[src/fpst_pkg.sv]
package fpst_pkg;

	// ========================================================================
	// Field widths of the multiply-add reservation path
	// ========================================================================

	// Operand values are plain integers that wrap modulo 2^32
	localparam int VALUE_W = 32;
	// Physical register numbers address a 64-entry file
	localparam int PREG_W = 6;
	// Reorder-buffer ids track up to 32 operations in flight
	localparam int ROB_W = 5;

	// ========================================================================
	// Shared types
	// ========================================================================

	typedef logic [VALUE_W-1:0] value_t;
	typedef logic [PREG_W-1:0] pregno_t;
	typedef logic [ROB_W-1:0] rob_ndx_t;

	// Opcodes of the unit
	// A and B are always the first two sources, C is only read by MADD
	typedef enum logic [1:0] {
		FOP_ADD  = 2'd0,
		FOP_MUL  = 2'd1,
		FOP_MADD = 2'd2,
		FOP_CPY  = 2'd3
	} fop_t;

	// ========================================================================
	// Constants
	// ========================================================================

	localparam value_t value_zero = '0;

	// Register 0 is hard-wired to zero and is never broadcast
	localparam pregno_t PREG_ZERO = '0;

endpackage

[src/dispatch_queue.sv]
module dispatch_queue #(
	parameter int QDEPTH = 4
) (
	input  logic                clk,
	input  logic                rst,
	input  logic                push_i,
	input  fpst_pkg::rob_ndx_t  push_id_i,
	input  fpst_pkg::fop_t      push_op_i,
	input  fpst_pkg::pregno_t   push_rs1_i,
	input  fpst_pkg::pregno_t   push_rs2_i,
	input  fpst_pkg::pregno_t   push_rs3_i,
	input  fpst_pkg::pregno_t   push_rd_i,
	output logic                full_o,
	input  logic                take_i,
	output logic                valid_o,
	output fpst_pkg::rob_ndx_t  head_id_o,
	output fpst_pkg::fop_t      head_op_o,
	output fpst_pkg::pregno_t   head_rs1_o,
	output fpst_pkg::pregno_t   head_rs2_o,
	output fpst_pkg::pregno_t   head_rs3_o,
	output fpst_pkg::pregno_t   head_rd_o
);

	// Pointer width, the depth is a power of two so pointers wrap on their own
	localparam int AW = $clog2(QDEPTH);
	localparam logic [AW:0] CNT_FULL = (AW+1)'(QDEPTH);

	// One storage array per field of the decoded operation
	fpst_pkg::rob_ndx_t mem_id  [QDEPTH];
	fpst_pkg::fop_t     mem_op  [QDEPTH];
	fpst_pkg::pregno_t  mem_rs1 [QDEPTH];
	fpst_pkg::pregno_t  mem_rs2 [QDEPTH];
	fpst_pkg::pregno_t  mem_rs3 [QDEPTH];
	fpst_pkg::pregno_t  mem_rd  [QDEPTH];

	logic [AW-1:0] wr_ptr;
	logic [AW-1:0] rd_ptr;
	logic [AW:0]   count;
	logic          do_push;
	logic          do_take;

	assign full_o  = (count == CNT_FULL);
	assign valid_o = (count != '0);

	// A push while full is silently dropped
	assign do_push = push_i && !full_o;
	assign do_take = take_i && valid_o;

	always_ff @(posedge clk) begin
		if (rst) begin
			wr_ptr <= '0;
			rd_ptr <= '0;
			count  <= '0;
		end else begin
			if (do_push)
				wr_ptr <= wr_ptr + 1'b1;
			if (do_take)
				rd_ptr <= rd_ptr + 1'b1;
			// Simultaneous push and take leave the count unchanged
			case ({do_push, do_take})
				2'b10:   count <= count + 1'b1;
				2'b01:   count <= count - 1'b1;
				default: count <= count;
			endcase
		end
	end

	always_ff @(posedge clk) begin
		if (do_push) begin
			mem_id[wr_ptr]  <= push_id_i;
			mem_op[wr_ptr]  <= push_op_i;
			mem_rs1[wr_ptr] <= push_rs1_i;
			mem_rs2[wr_ptr] <= push_rs2_i;
			mem_rs3[wr_ptr] <= push_rs3_i;
			mem_rd[wr_ptr]  <= push_rd_i;
		end
	end

	// The head is read straight out of storage, so a push shows up next cycle
	assign head_id_o  = mem_id[rd_ptr];
	assign head_op_o  = mem_op[rd_ptr];
	assign head_rs1_o = mem_rs1[rd_ptr];
	assign head_rs2_o = mem_rs2[rd_ptr];
	assign head_rs3_o = mem_rs3[rd_ptr];
	assign head_rd_o  = mem_rd[rd_ptr];

endmodule

[src/fpst_top.sv]
module fpst_top #(
	parameter int NPORTS = 4,
	parameter int QDEPTH = 4
) (
	input  logic                            clk,
	input  logic                            rst,
	input  logic                            push_i,
	input  fpst_pkg::rob_ndx_t              push_id_i,
	input  fpst_pkg::fop_t                  push_op_i,
	input  fpst_pkg::pregno_t               push_rs1_i,
	input  fpst_pkg::pregno_t               push_rs2_i,
	input  fpst_pkg::pregno_t               push_rs3_i,
	input  fpst_pkg::pregno_t               push_rd_i,
	output logic                            full_o,
	// Register-file broadcast ports driven from outside
	input  fpst_pkg::pregno_t [NPORTS-1:0]  rf_prn_i,
	input  logic [NPORTS-1:0]               rf_prnv_i,
	input  fpst_pkg::value_t [NPORTS-1:0]   rf_val_i,
	output logic                            res_valid_o,
	output fpst_pkg::rob_ndx_t              res_id_o,
	output fpst_pkg::pregno_t               res_rd_o,
	output fpst_pkg::value_t                res_val_o
);

	// Queue head
	logic               q_valid;
	logic               q_take;
	fpst_pkg::rob_ndx_t q_id;
	fpst_pkg::fop_t     q_op;
	fpst_pkg::pregno_t  q_rs1;
	fpst_pkg::pregno_t  q_rs2;
	fpst_pkg::pregno_t  q_rs3;
	fpst_pkg::pregno_t  q_rd;

	// Broadcast bus seen by the station
	fpst_pkg::pregno_t [NPORTS:0] bc_prn;
	logic [NPORTS:0]              bc_prnv;
	fpst_pkg::value_t [NPORTS:0]  bc_val;

	// Station issue
	logic               iss;
	fpst_pkg::rob_ndx_t iss_id;
	fpst_pkg::fop_t     iss_op;
	fpst_pkg::pregno_t  iss_rd;
	fpst_pkg::value_t   iss_a;
	fpst_pkg::value_t   iss_b;
	fpst_pkg::value_t   iss_c;

	// The unit result rides on the top port so dependents can wake on it
	assign bc_prn  = {res_rd_o, rf_prn_i};
	assign bc_prnv = {res_valid_o, rf_prnv_i};
	assign bc_val  = {res_val_o, rf_val_i};

	dispatch_queue #(
		.QDEPTH (QDEPTH)
	) u_queue (
		.clk        (clk),
		.rst        (rst),
		.push_i     (push_i),
		.push_id_i  (push_id_i),
		.push_op_i  (push_op_i),
		.push_rs1_i (push_rs1_i),
		.push_rs2_i (push_rs2_i),
		.push_rs3_i (push_rs3_i),
		.push_rd_i  (push_rd_i),
		.full_o     (full_o),
		.take_i     (q_take),
		.valid_o    (q_valid),
		.head_id_o  (q_id),
		.head_op_o  (q_op),
		.head_rs1_o (q_rs1),
		.head_rs2_o (q_rs2),
		.head_rs3_o (q_rs3),
		.head_rd_o  (q_rd)
	);

	issue_station #(
		.NPORTS (NPORTS)
	) u_station (
		.clk       (clk),
		.rst       (rst),
		.q_valid_i (q_valid),
		.q_take_o  (q_take),
		.q_id_i    (q_id),
		.q_op_i    (q_op),
		.q_rs1_i   (q_rs1),
		.q_rs2_i   (q_rs2),
		.q_rs3_i   (q_rs3),
		.q_rd_i    (q_rd),
		.bc_prn_i  (bc_prn),
		.bc_prnv_i (bc_prnv),
		.bc_val_i  (bc_val),
		.iss_o     (iss),
		.iss_id_o  (iss_id),
		.iss_op_o  (iss_op),
		.iss_rd_o  (iss_rd),
		.iss_a_o   (iss_a),
		.iss_b_o   (iss_b),
		.iss_c_o   (iss_c)
	);

	muladd_unit u_unit (
		.clk         (clk),
		.rst         (rst),
		.iss_i       (iss),
		.id_i        (iss_id),
		.op_i        (iss_op),
		.rd_i        (iss_rd),
		.a_i         (iss_a),
		.b_i         (iss_b),
		.c_i         (iss_c),
		.res_valid_o (res_valid_o),
		.res_id_o    (res_id_o),
		.res_rd_o    (res_rd_o),
		.res_val_o   (res_val_o)
	);

endmodule

[src/issue_station.sv]
module issue_station #(
	parameter int NPORTS = 4
) (
	input  logic                           clk,
	input  logic                           rst,
	// Head of the dispatch queue
	input  logic                           q_valid_i,
	output logic                           q_take_o,
	input  fpst_pkg::rob_ndx_t             q_id_i,
	input  fpst_pkg::fop_t                 q_op_i,
	input  fpst_pkg::pregno_t              q_rs1_i,
	input  fpst_pkg::pregno_t              q_rs2_i,
	input  fpst_pkg::pregno_t              q_rs3_i,
	input  fpst_pkg::pregno_t              q_rd_i,
	// Result broadcast, external ports plus the looped-back unit result
	input  fpst_pkg::pregno_t [NPORTS:0]   bc_prn_i,
	input  logic [NPORTS:0]                bc_prnv_i,
	input  fpst_pkg::value_t [NPORTS:0]    bc_val_i,
	// Issue towards the multiply-add unit
	output logic                           iss_o,
	output fpst_pkg::rob_ndx_t             iss_id_o,
	output fpst_pkg::fop_t                 iss_op_o,
	output fpst_pkg::pregno_t              iss_rd_o,
	output fpst_pkg::value_t               iss_a_o,
	output fpst_pkg::value_t               iss_b_o,
	output fpst_pkg::value_t               iss_c_o
);

	// ========================================================================
	// Station state
	// ========================================================================

	logic               busy;
	fpst_pkg::rob_ndx_t id_q;
	fpst_pkg::fop_t     op_q;
	fpst_pkg::pregno_t  rd_q;
	logic               load;
	fpst_pkg::pregno_t  src_b;
	fpst_pkg::pregno_t  src_c;
	logic               a_valid;
	logic               b_valid;
	logic               c_valid;

	// The head is taken whenever the station is empty
	// The queue pops on the same edge that loads the station
	assign q_take_o = !busy && q_valid_i;
	assign load     = q_take_o;

	// Sources that the opcode does not read are parked on register 0
	// CPY only reads A, ADD and MUL never read C
	assign src_b = (q_op_i == fpst_pkg::FOP_CPY) ? fpst_pkg::PREG_ZERO : q_rs2_i;
	assign src_c = (q_op_i == fpst_pkg::FOP_MADD) ? q_rs3_i : fpst_pkg::PREG_ZERO;

	// ========================================================================
	// Operand capture, one per source
	// ========================================================================

	operand_capture #(
		.NPORTS (NPORTS)
	) u_src_a (
		.clk     (clk),
		.rst     (rst),
		.load_i  (load),
		.preg_i  (q_rs1_i),
		.prn_i   (bc_prn_i),
		.prnv_i  (bc_prnv_i),
		.val_i   (bc_val_i),
		.valid_o (a_valid),
		.val_o   (iss_a_o)
	);

	operand_capture #(
		.NPORTS (NPORTS)
	) u_src_b (
		.clk     (clk),
		.rst     (rst),
		.load_i  (load),
		.preg_i  (src_b),
		.prn_i   (bc_prn_i),
		.prnv_i  (bc_prnv_i),
		.val_i   (bc_val_i),
		.valid_o (b_valid),
		.val_o   (iss_b_o)
	);

	operand_capture #(
		.NPORTS (NPORTS)
	) u_src_c (
		.clk     (clk),
		.rst     (rst),
		.load_i  (load),
		.preg_i  (src_c),
		.prn_i   (bc_prn_i),
		.prnv_i  (bc_prnv_i),
		.val_i   (bc_val_i),
		.valid_o (c_valid),
		.val_o   (iss_c_o)
	);

	// Fire on the first cycle that all three sources are ready
	assign iss_o = busy && a_valid && b_valid && c_valid;

	// Loading needs an idle station, so load and fire never coincide
	always_ff @(posedge clk) begin
		if (rst)
			busy <= 1'b0;
		else if (load)
			busy <= 1'b1;
		else if (iss_o)
			busy <= 1'b0;
	end

	always_ff @(posedge clk) begin
		if (load) begin
			id_q <= q_id_i;
			op_q <= q_op_i;
			rd_q <= q_rd_i;
		end
	end

	assign iss_id_o = id_q;
	assign iss_op_o = op_q;
	assign iss_rd_o = rd_q;

endmodule

[src/muladd_unit.sv]
module muladd_unit (
	input  logic               clk,
	input  logic               rst,
	input  logic               iss_i,
	input  fpst_pkg::rob_ndx_t id_i,
	input  fpst_pkg::fop_t     op_i,
	input  fpst_pkg::pregno_t  rd_i,
	input  fpst_pkg::value_t   a_i,
	input  fpst_pkg::value_t   b_i,
	input  fpst_pkg::value_t   c_i,
	output logic               res_valid_o,
	output fpst_pkg::rob_ndx_t res_id_o,
	output fpst_pkg::pregno_t  res_rd_o,
	output fpst_pkg::value_t   res_val_o
);

	// ========================================================================
	// Stage 1, product and addend
	// ========================================================================

	logic               s1_valid;
	fpst_pkg::rob_ndx_t s1_id;
	fpst_pkg::fop_t     s1_op;
	fpst_pkg::pregno_t  s1_rd;
	fpst_pkg::value_t   s1_a;
	fpst_pkg::value_t   s1_prod;
	fpst_pkg::value_t   s1_addend;
	fpst_pkg::value_t   s2_sum;

	always_ff @(posedge clk) begin
		if (rst)
			s1_valid <= 1'b0;
		else
			s1_valid <= iss_i;
	end

	// Only the low 32 bits of the product are kept
	// ADD takes B as its addend, MADD takes C
	always_ff @(posedge clk) begin
		if (iss_i) begin
			s1_id     <= id_i;
			s1_op     <= op_i;
			s1_rd     <= rd_i;
			s1_a      <= a_i;
			s1_prod   <= a_i * b_i;
			s1_addend <= (op_i == fpst_pkg::FOP_MADD) ? c_i : b_i;
		end
	end

	// ========================================================================
	// Stage 2, select and add
	// ========================================================================

	always_comb begin
		case (s1_op)
			fpst_pkg::FOP_ADD:  s2_sum = s1_a + s1_addend;
			fpst_pkg::FOP_MUL:  s2_sum = s1_prod;
			fpst_pkg::FOP_MADD: s2_sum = s1_prod + s1_addend;
			default:            s2_sum = s1_a;
		endcase
	end

	always_ff @(posedge clk) begin
		if (rst)
			res_valid_o <= 1'b0;
		else
			res_valid_o <= s1_valid;
	end

	always_ff @(posedge clk) begin
		if (s1_valid) begin
			res_id_o  <= s1_id;
			res_rd_o  <= s1_rd;
			res_val_o <= s2_sum;
		end
	end

endmodule

[src/operand_capture.sv]
module operand_capture #(
	parameter int NPORTS = 4
) (
	input  logic                           clk,
	input  logic                           rst,
	input  logic                           load_i,
	input  fpst_pkg::pregno_t              preg_i,
	input  fpst_pkg::pregno_t [NPORTS:0]   prn_i,
	input  logic [NPORTS:0]                prnv_i,
	input  fpst_pkg::value_t [NPORTS:0]    val_i,
	output logic                           valid_o,
	output fpst_pkg::value_t               val_o
);

	fpst_pkg::pregno_t preg_q;
	fpst_pkg::value_t  val_q;
	logic              valid_q;
	logic              hit;
	fpst_pkg::value_t  hit_val;

	// Compare the awaited register against every broadcast port
	// Scanning downwards lets the lowest matching port win
	always_comb begin
		hit     = 1'b0;
		hit_val = fpst_pkg::value_zero;
		for (int i = NPORTS; i >= 0; i--) begin
			if (prnv_i[i] && (prn_i[i] == preg_q)) begin
				hit     = 1'b1;
				hit_val = val_i[i];
			end
		end
	end

	always_ff @(posedge clk) begin
		if (rst)
			valid_q <= 1'b0;
		else if (load_i)
			// Register 0 needs no broadcast and is ready straight away
			valid_q <= (preg_i == fpst_pkg::PREG_ZERO);
		else if (!valid_q && hit)
			valid_q <= 1'b1;
	end

	// Once captured the value stays put until the next load
	always_ff @(posedge clk) begin
		if (load_i) begin
			preg_q <= preg_i;
			val_q  <= fpst_pkg::value_zero;
		end else if (!valid_q && hit) begin
			val_q <= hit_val;
		end
	end

	assign valid_o = valid_q;
	assign val_o   = val_q;

endmodule

[config.mk]
export PLATFORM = sky130hd
export DESIGN_NAME = fpst_top
export DESIGN_NICKNAME = d
export VERILOG_FILES = /design/src/fpst_pkg.sv /design/src/dispatch_queue.sv /design/src/fpst_top.sv /design/src/issue_station.sv /design/src/muladd_unit.sv /design/src/operand_capture.sv
export SDC_FILE = /design/constraint.sdc
export NUM_CORES = 2
export LEC_CHECK = 0
export BUFFER_PORTS_ARGS = -buffer_cell sky130_fd_sc_hd__buf_2
export CORE_MARGIN = 1
export CORE_UTILIZATION = 44
export CTS_CLUSTER_SIZE = 28
export DETAILED_ROUTE_END_ITERATION = 6
export MAX_ROUTING_LAYER = met4
export PLACE_DENSITY_LB_ADDON = 0.15
export SYNTH_ARGS = -nofsm -noshare
export SYNTH_HDL_FRONTEND = slang
export SYNTH_SLANG_ARGS = --single-unit
[constraint.sdc]
create_clock -name clk -period 7.7 [get_ports clk]
set_input_delay 1.155 -clock clk [delete_from_list [all_inputs] [get_ports clk]]
set_output_delay 1.155 -clock clk [all_outputs]
set_load 0.005 [all_outputs]
Word-level counts from Yosys, hierarchy flattened
Memories as Yosys holds them, arrays and structs flattened. A register that Yosys moved wholly into a read port is not among the register bits.
Index checks and enable logic that the tools add are counted.
{ "classes": {"n_eq_ne": 23, "n_div": 0, "mux": 53, "shift": 0, "order_cmp": 0, "n_reduce_logical": 39, "addsub": 6, "bitwise_logic": 0, "n_mul": 1} }
{ "ops": {"columns": ["op", "n"], "rows": [
  ["2-to-1 mux 32 bit", 16],
  ["one-hot mux 32 bit (3 select lines)", 1],
  ["equality test 6 bit", 15],
  ["adder 32 bit", 2],
  ["multiplier 32 x 32 -> 32 bit", 1],
  ["2-to-1 mux 1 bit", 25],
  ["logical AND 1 bit", 24],
  ["zero test 6 bit", 3],
  ["2-to-1 mux 2 bit", 8],
  ["2-to-1 mux 6 bit", 2],
  ["equality test 2 bit, second input constant", 5],
  ["nonzero test 2 bit", 5],
  ["one-hot mux 3 bit (2 select lines)", 1],
  ["zero test 1 bit", 5],
  ["adder 2 x 1 -> 2 bit, second input constant", 2],
  ["equality test 2 x 1 -> 1 bit, second input constant", 2],
  ["adder 3 x 1 -> 3 bit, second input constant", 1],
  ["equality test 3 bit, second input constant", 1],
  ["nonzero test 3 bit", 1],
  ["subtractor 3 x 1 -> 3 bit, second input constant", 1],
  ["zero test 2 bit", 1]
]} }
{ "word_totals": {"out_inout_bits": 45, "latchBits": 0, "mem_count": 6, "reg_bits": 281, "mem_bits_ro": 0, "word_cells": 153, "ram_bits": 124} }
{ "memory_table": {"columns": ["name", "words", "width", "read_ports", "rd_ports_with_merged_regs", "wr", "line", "text"], "rows": [
  ["u_queue.mem_rd", 4, 6, 1, 1, 1, "dispatch_queue.sv:34", "fpst_pkg::pregno_t mem_rd [QDEPTH];"],
  ["u_queue.mem_rs1", 4, 6, 1, 1, 1, "dispatch_queue.sv:31", "fpst_pkg::pregno_t mem_rs1 [QDEPTH];"],
  ["u_queue.mem_rs2", 4, 6, 1, 1, 1, "dispatch_queue.sv:32", "fpst_pkg::pregno_t mem_rs2 [QDEPTH];"],
  ["u_queue.mem_rs3", 4, 6, 1, 1, 1, "dispatch_queue.sv:33", "fpst_pkg::pregno_t mem_rs3 [QDEPTH];"],
  ["u_queue.mem_id", 4, 5, 1, 1, 1, "dispatch_queue.sv:29", "fpst_pkg::rob_ndx_t mem_id [QDEPTH];"],
  ["u_queue.mem_op", 4, 2, 1, 1, 1, "dispatch_queue.sv:30", "fpst_pkg::fop_t mem_op [QDEPTH];"]
]} }

Logic depth before layout (Yosys ltp)
{ "logic_depth": {"word_depth": 10, "depth_mapped": 28, "depth_no_buf": 26} }

Cells and area by module
From an unflattened synthesis, not the netlist that was laid out.
{ "hier_totals": {"hier_cells": 3573, "area_unflattened_um2": 37578.5} }
{ "modules_own_cells": {"columns": ["mod", "area_each_um2", "cells_per_inst", "seq_area_each_um2", "instances"], "rows": [
  ["muladd_unit", 23208.5, 2314, 4604.4, 1],
  ["operand_capture", 2961.6, 338, 840.8, 3],
  ["dispatch_queue", 4948.5, 213, 3903.7, 1],
  ["issue_station", 536.8, 32, 410.4, 1]
]} }

Least setup slack after synthesis
OpenSTA, ideal clock, no wires.
{ "synth_timing": {"kind": "register -> register", "startpoint": "reg u_station.u_src_a.val_q[13] (netlist: u_station.u_src_a.val_o[13])", "endpoint": "reg u_unit.s1_prod[30], data pin", "stages_incl_launch_ff": 25, "arrival_ns": 6.573, "required_ns": 7.442, "slack_ns": 0.869, "cell_sequence": "dfxtp_1 -> clkbuf_1 -> clkbuf_1 -> and2_1 -> fa_1 -> fa_1 -> fa_1 -> inv_1 -> fa_1 -> inv_1 -> fa_1 -> fa_1 -> fa_1 -> fa_1 -> ha_1 -> a21o_1 -> a21oi_1 -> o21bai_1 -> a21o_1 -> a21o_1 -> a21o_1 -> a22oi_1 -> nand2b_1 -> a21oi_1 -> xnor2_1"} }
{ "synth_between": {"elab_chain_len": 1} }
{ "synth_rtl": {"columns": ["element", "line", "text"], "rows": [
  ["from (decl)", "operand_capture.sv:16", "fpst_pkg::value_t val_q;"],
  ["from (signal assigned)", "operand_capture.sv:48", "val_q <= fpst_pkg::value_zero;"],
  ["from (signal assigned)", "operand_capture.sv:50", "val_q <= hit_val;"],
  ["multiplier 32 x 32 -> 32 bit", "muladd_unit.sv:45", "s1_prod <= a_i * b_i;"],
  ["to (signal assigned)", "muladd_unit.sv:45", null],
  ["to (decl)", "muladd_unit.sv:26", "fpst_pkg::value_t s1_prod;"]
]} }
No other way between the ends.
A chain may end at the register's enable or synchronous reset.

Worst setup path in the final report
{ "layout_timing": {"startpoint": "reg u_station.u_src_b.val_q[2] (netlist: u_station.u_src_b.val_o[2])", "endpoint": "reg u_unit.s1_prod[30], data pin"} }
{ "layout_between": {"elab_chain_len": 1} }
{ "layout_rtl": {"columns": ["element", "line"], "rows": [
  ["from (decl)", "operand_capture.sv:16"],
  ["from (signal assigned)", "operand_capture.sv:48"],
  ["from (signal assigned)", "operand_capture.sv:50"],
  ["multiplier 32 x 32 -> 32 bit", "muladd_unit.sv:45"]
]} }
No other way between the ends.

==> impl_metrics.env <==
export IMPL_first_global_vias=28630
export IMPL_final_layout_size_suffix_gt1_frac=0.1452
export IMPL_path_clk_slew_ps=60
export IMPL_synthesis_area_sq_mm=0.03697
export IMPL_via_per_inst=5.671
export IMPL_synth_common_cells="nand2_1 (432), fa_1 (410), inv_1 (408)"
export IMPL_design_portCount=235
export IMPL_max_cap_viol_count=0
export IMPL_root_buffer="clkbuf_16"
export IMPL_worstHoldPathType="reg2reg"
export IMPL_synth_edf_count=307
export IMPL_setup_tns_ps=0
export IMPL_yosysSeqAreaShare=0.3095
export IMPL_max_vdd_ir_drop_uv=266.3
export IMPL_period_needed_ps=7310
export IMPL_end_kind="flip-flop"
export IMPL_finalHoldViolCount=0
export IMPL_crit_path_cell_trace="buf_4 -> and2_1 -> fa_1 -> inv_1 -> fa_1 -> fa_1 -> fa_1 -> inv_1 -> fa_1 -> fa_1 -> fa_1 -> fa_1 -> ha_1 -> a21oi_1 -> o21bai_1 -> a21o_1 -> a21o_1 -> a21o_1 -> a22oi_1 -> nand2b_1 -> a21oi_1 -> xnor2_1"
export IMPL_worst_pin_slew_ps=1248
export IMPL_synth_xor_xnor_area_share=0.04833
export IMPL_place_ws_ps=276.8
export IMPL_numCtsBuffers=44
export IMPL_cts_buffer_depth=3
export IMPL_hold_buffers=0
export IMPL_worst_path_largest_cell_delay_ps=660
export IMPL_yosys_top_cells_area="edfxtp_1 (25%), fa_1 (22%), dfxtp_1 (6.0%)"
export IMPL_synth_cell_types=70
export IMPL_core_area_sq_mm=0.08264
export IMPL_setup_viol=0
export IMPL_syn_avg_cell_area_sq_um=10.18
export IMPL_clk_latency_ps=610
export IMPL_p_leak_nw=16.54
export IMPL_die_h_um=291.9
export IMPL_place_congestion=0.9333
export IMPL_cp_data_arrival_time_ps=7660
export IMPL_antenna_left=0
export IMPL_grt_pass1_wl_um=175400
export IMPL_slew_headroom=0.1679
export IMPL_p_per_area_mw_per_mm2=158.3
export IMPL_fill_cells=7670
export IMPL_path_max_fanout=15
export IMPL_routedWlPerCell_um=23.31
export IMPL_grt_remaining_overflow=0
export IMPL_crit_top_cell="fa_1"
export IMPL_yosys_area_share_simple=0.1415
export IMPL_slew_violations=0
export IMPL_route_final_wire_length_um=113400
export IMPL_nets=4519
export IMPL_rows=105
export IMPL_syn_inst=3633
export IMPL_worstSetupPathType="reg2reg"
export IMPL_track_usage=0.2787
export IMPL_synth_nets=4392
export IMPL_dr_pass1_iters=6
export IMPL_muxShareOfSynthArea=0.04735
export IMPL_synth_fa_ha_area_frac=0.2758
export IMPL_io_buffer_count=234
export IMPL_rsz0062_at_grt="false"
export IMPL_via_count=27590
export IMPL_die_w_um=291.9
export IMPL_clock_fmax_ghz=0.1368
export IMPL_ys_warn_count=0
export IMPL_total_power_mw=6.477
export IMPL_dieArea_sq_mm=0.08519
export IMPL_drc=0
export IMPL_synth_ff_type="edfxtp_1"
export IMPL_diodes=0
export IMPL_cts_tree="built"
export IMPL_area_growth_pct=10.63
export IMPL_dp_hpwl_um=85030
export IMPL_initial_core_util=0.4474
export IMPL_synth_compound_area_share=0.1093
export IMPL_fin_skew_ps=37.74
export IMPL_grt_antenna_before_repair=0
export IMPL_grt_max_degree=136
export IMPL_yosysMostFrequentCell="nand2_1"
export IMPL_numClockSinks=418
export IMPL_min_period_over_period=0.9493
export IMPL_outcome="finished clean"
export IMPL_drtIter0Drc=2342
export IMPL_slowest_stage="dfxtp_1"
export IMPL_whs_ps=415.8
export IMPL_ys_seq_elements=418
export IMPL_synth_top_family_by_area="adder cells"
export IMPL_htree_levels=2
export IMPL_setup_slack_ps=390.2
export IMPL_critPathRequiredTime_ps=8050
export IMPL_synth_top_area_cell="edfxtp_1"
export IMPL_startpoint_type="flip-flop"
export IMPL_yosysTopAreaCellShare=0.2493
export IMPL_ys_async_sr_fraction=0
[logic make-up (layout without fill, tap and decap cells)]
| kind of cell | count (synthesis) | after routing |
|---|---|---|
| and+or+nand+nor | 1078 | 1078 |
| buffers and inverters | 661 | 824 |
| AOI/OAI and AO/OA | 576 | 576 |
| adders and majority gates | 569 | 569 |
| DFF | 418 | 418 |
| xor gates and xnor gates | 204 | 204 |
| muxes | 127 | 127 |
[registers in the layout (all words and copies together) (netlist names), 8 cells and up, named ones only]
| register | count |
|---|---|
| u_queue.mem_rs3 | 24 |
| u_queue.mem_rs1 | 24 |
| u_queue.mem_id | 20 |
| u_station.u_src_b.val_o | 32 |
| u_unit.s1_a | 32 |
| u_station.u_src_a.val_o | 32 |
| u_unit.s1_addend | 32 |
| u_queue.mem_rs2 | 24 |
| u_queue.mem_op | 8 |
| u_queue.mem_rd | 24 |
| u_unit.res_val_o | 32 |
| u_station.u_src_c.val_o | 32 |
| u_unit.s1_prod | 32 |
[layout by cell type (no fill, tap or decap), types with 31 or more instances in the layout]
master | Yosys | final
nand2_1 | 432 | 432
fa_1 | 410 | 410
inv_1 | 408 | 408
edfxtp_1 | 307 | 307
and2_1 | 295 | 295
buf_2 | 15 | 234
nor2_1 | 188 | 184
a21oi_1 | 161 | 161
ha_1 | 159 | 159
xnor2_1 | 133 | 133
dfxtp_1 | 111 | 106
a221oi_1 | 96 | 96
buf_4 | 1 | 96
mux2_2 | 73 | 73
xor2_1 | 71 | 71
o211ai_1 | 69 | 69
o21ai_0 | 62 | 62
o311ai_0 | 62 | 62
nor2b_1 | 53 | 50
clkbuf_16 | 0 | 46
o311ai_1 | 34 | 34
mux4_2 | 31 | 31
[worst max-delay path: cells and delay by family, from the launching register on]
family	cells	cell delay, ps
AND/OR/NAND/NOR	2	350
flip-flops	1	660
adder cells (fa/ha/maj)	9	4150
AO/OA/AOI/OAI	7	1370
XOR/XNOR	1	90
buffers and inverters	3	440
[cell type report]
cell class	instances	area (sq um)	share of cell area
multi-input combinational	2554	23140	0.5657
sequential	418	11450	0.2799
timing repair buffer	334	1972	0.04821
inverter	408	1531	0.03744
tap	1070	1339	0.03273
clock buffer	67	1320	0.03227
clock inverter	15	155.1	0.003793
[timing repair]
action / in CTS / in global routing
setup endpoints to repair: 0 / 1
buffers inserted: 0 / 0
gates resized for setup: 0 / 4
[final timing paths]
| check | from | endpoint | slack (ps) | depth (start not counted) |
|---|---|---|---|---|
| worst max-delay path | u_station.u_src_b.val_o[2] | u_unit.s1_prod[30] | 390 | 22 |
| worst min-delay path | u_station.iss_rd_o[3] | u_unit.s1_rd[3] | 420 | 0 |
| worst max register to register | u_station.u_src_b.val_o[2] | u_unit.s1_prod[30] | 390 | 22 |
| worst min register to register | u_station.iss_rd_o[3] | u_unit.s1_rd[3] | 420 | 0 |
[through the flow]
stage,cells,utilization,area (sq um)
after floorplan,3633,-,36970
after global placement,4784,0.4770,39420
after detailed placement,4784,0.4770,39420
after CTS,4866,0.4949,40890
after global routing,4866,0.4950,40900
final,4866,0.4950,40900
[metal layers]
metal  GRT usage  routed length (um)  up-vias
li1            -                   -    12470
met1      0.3470               45520    13900
met2      0.4648               56940      972
met3     0.03159                6037      247
met4      0.1087                4918        0
met5           -                   0        -
[where the power goes]
group	leakage, nW	internal, mW	switching, mW
registers	3.57	2.68	0.252
logic	12.2	0.527	0.845
clock network	0.723	1.23	0.934
total	16.5	4.45	2.03
No activity file was read; power rests on OpenSTA's default activity.
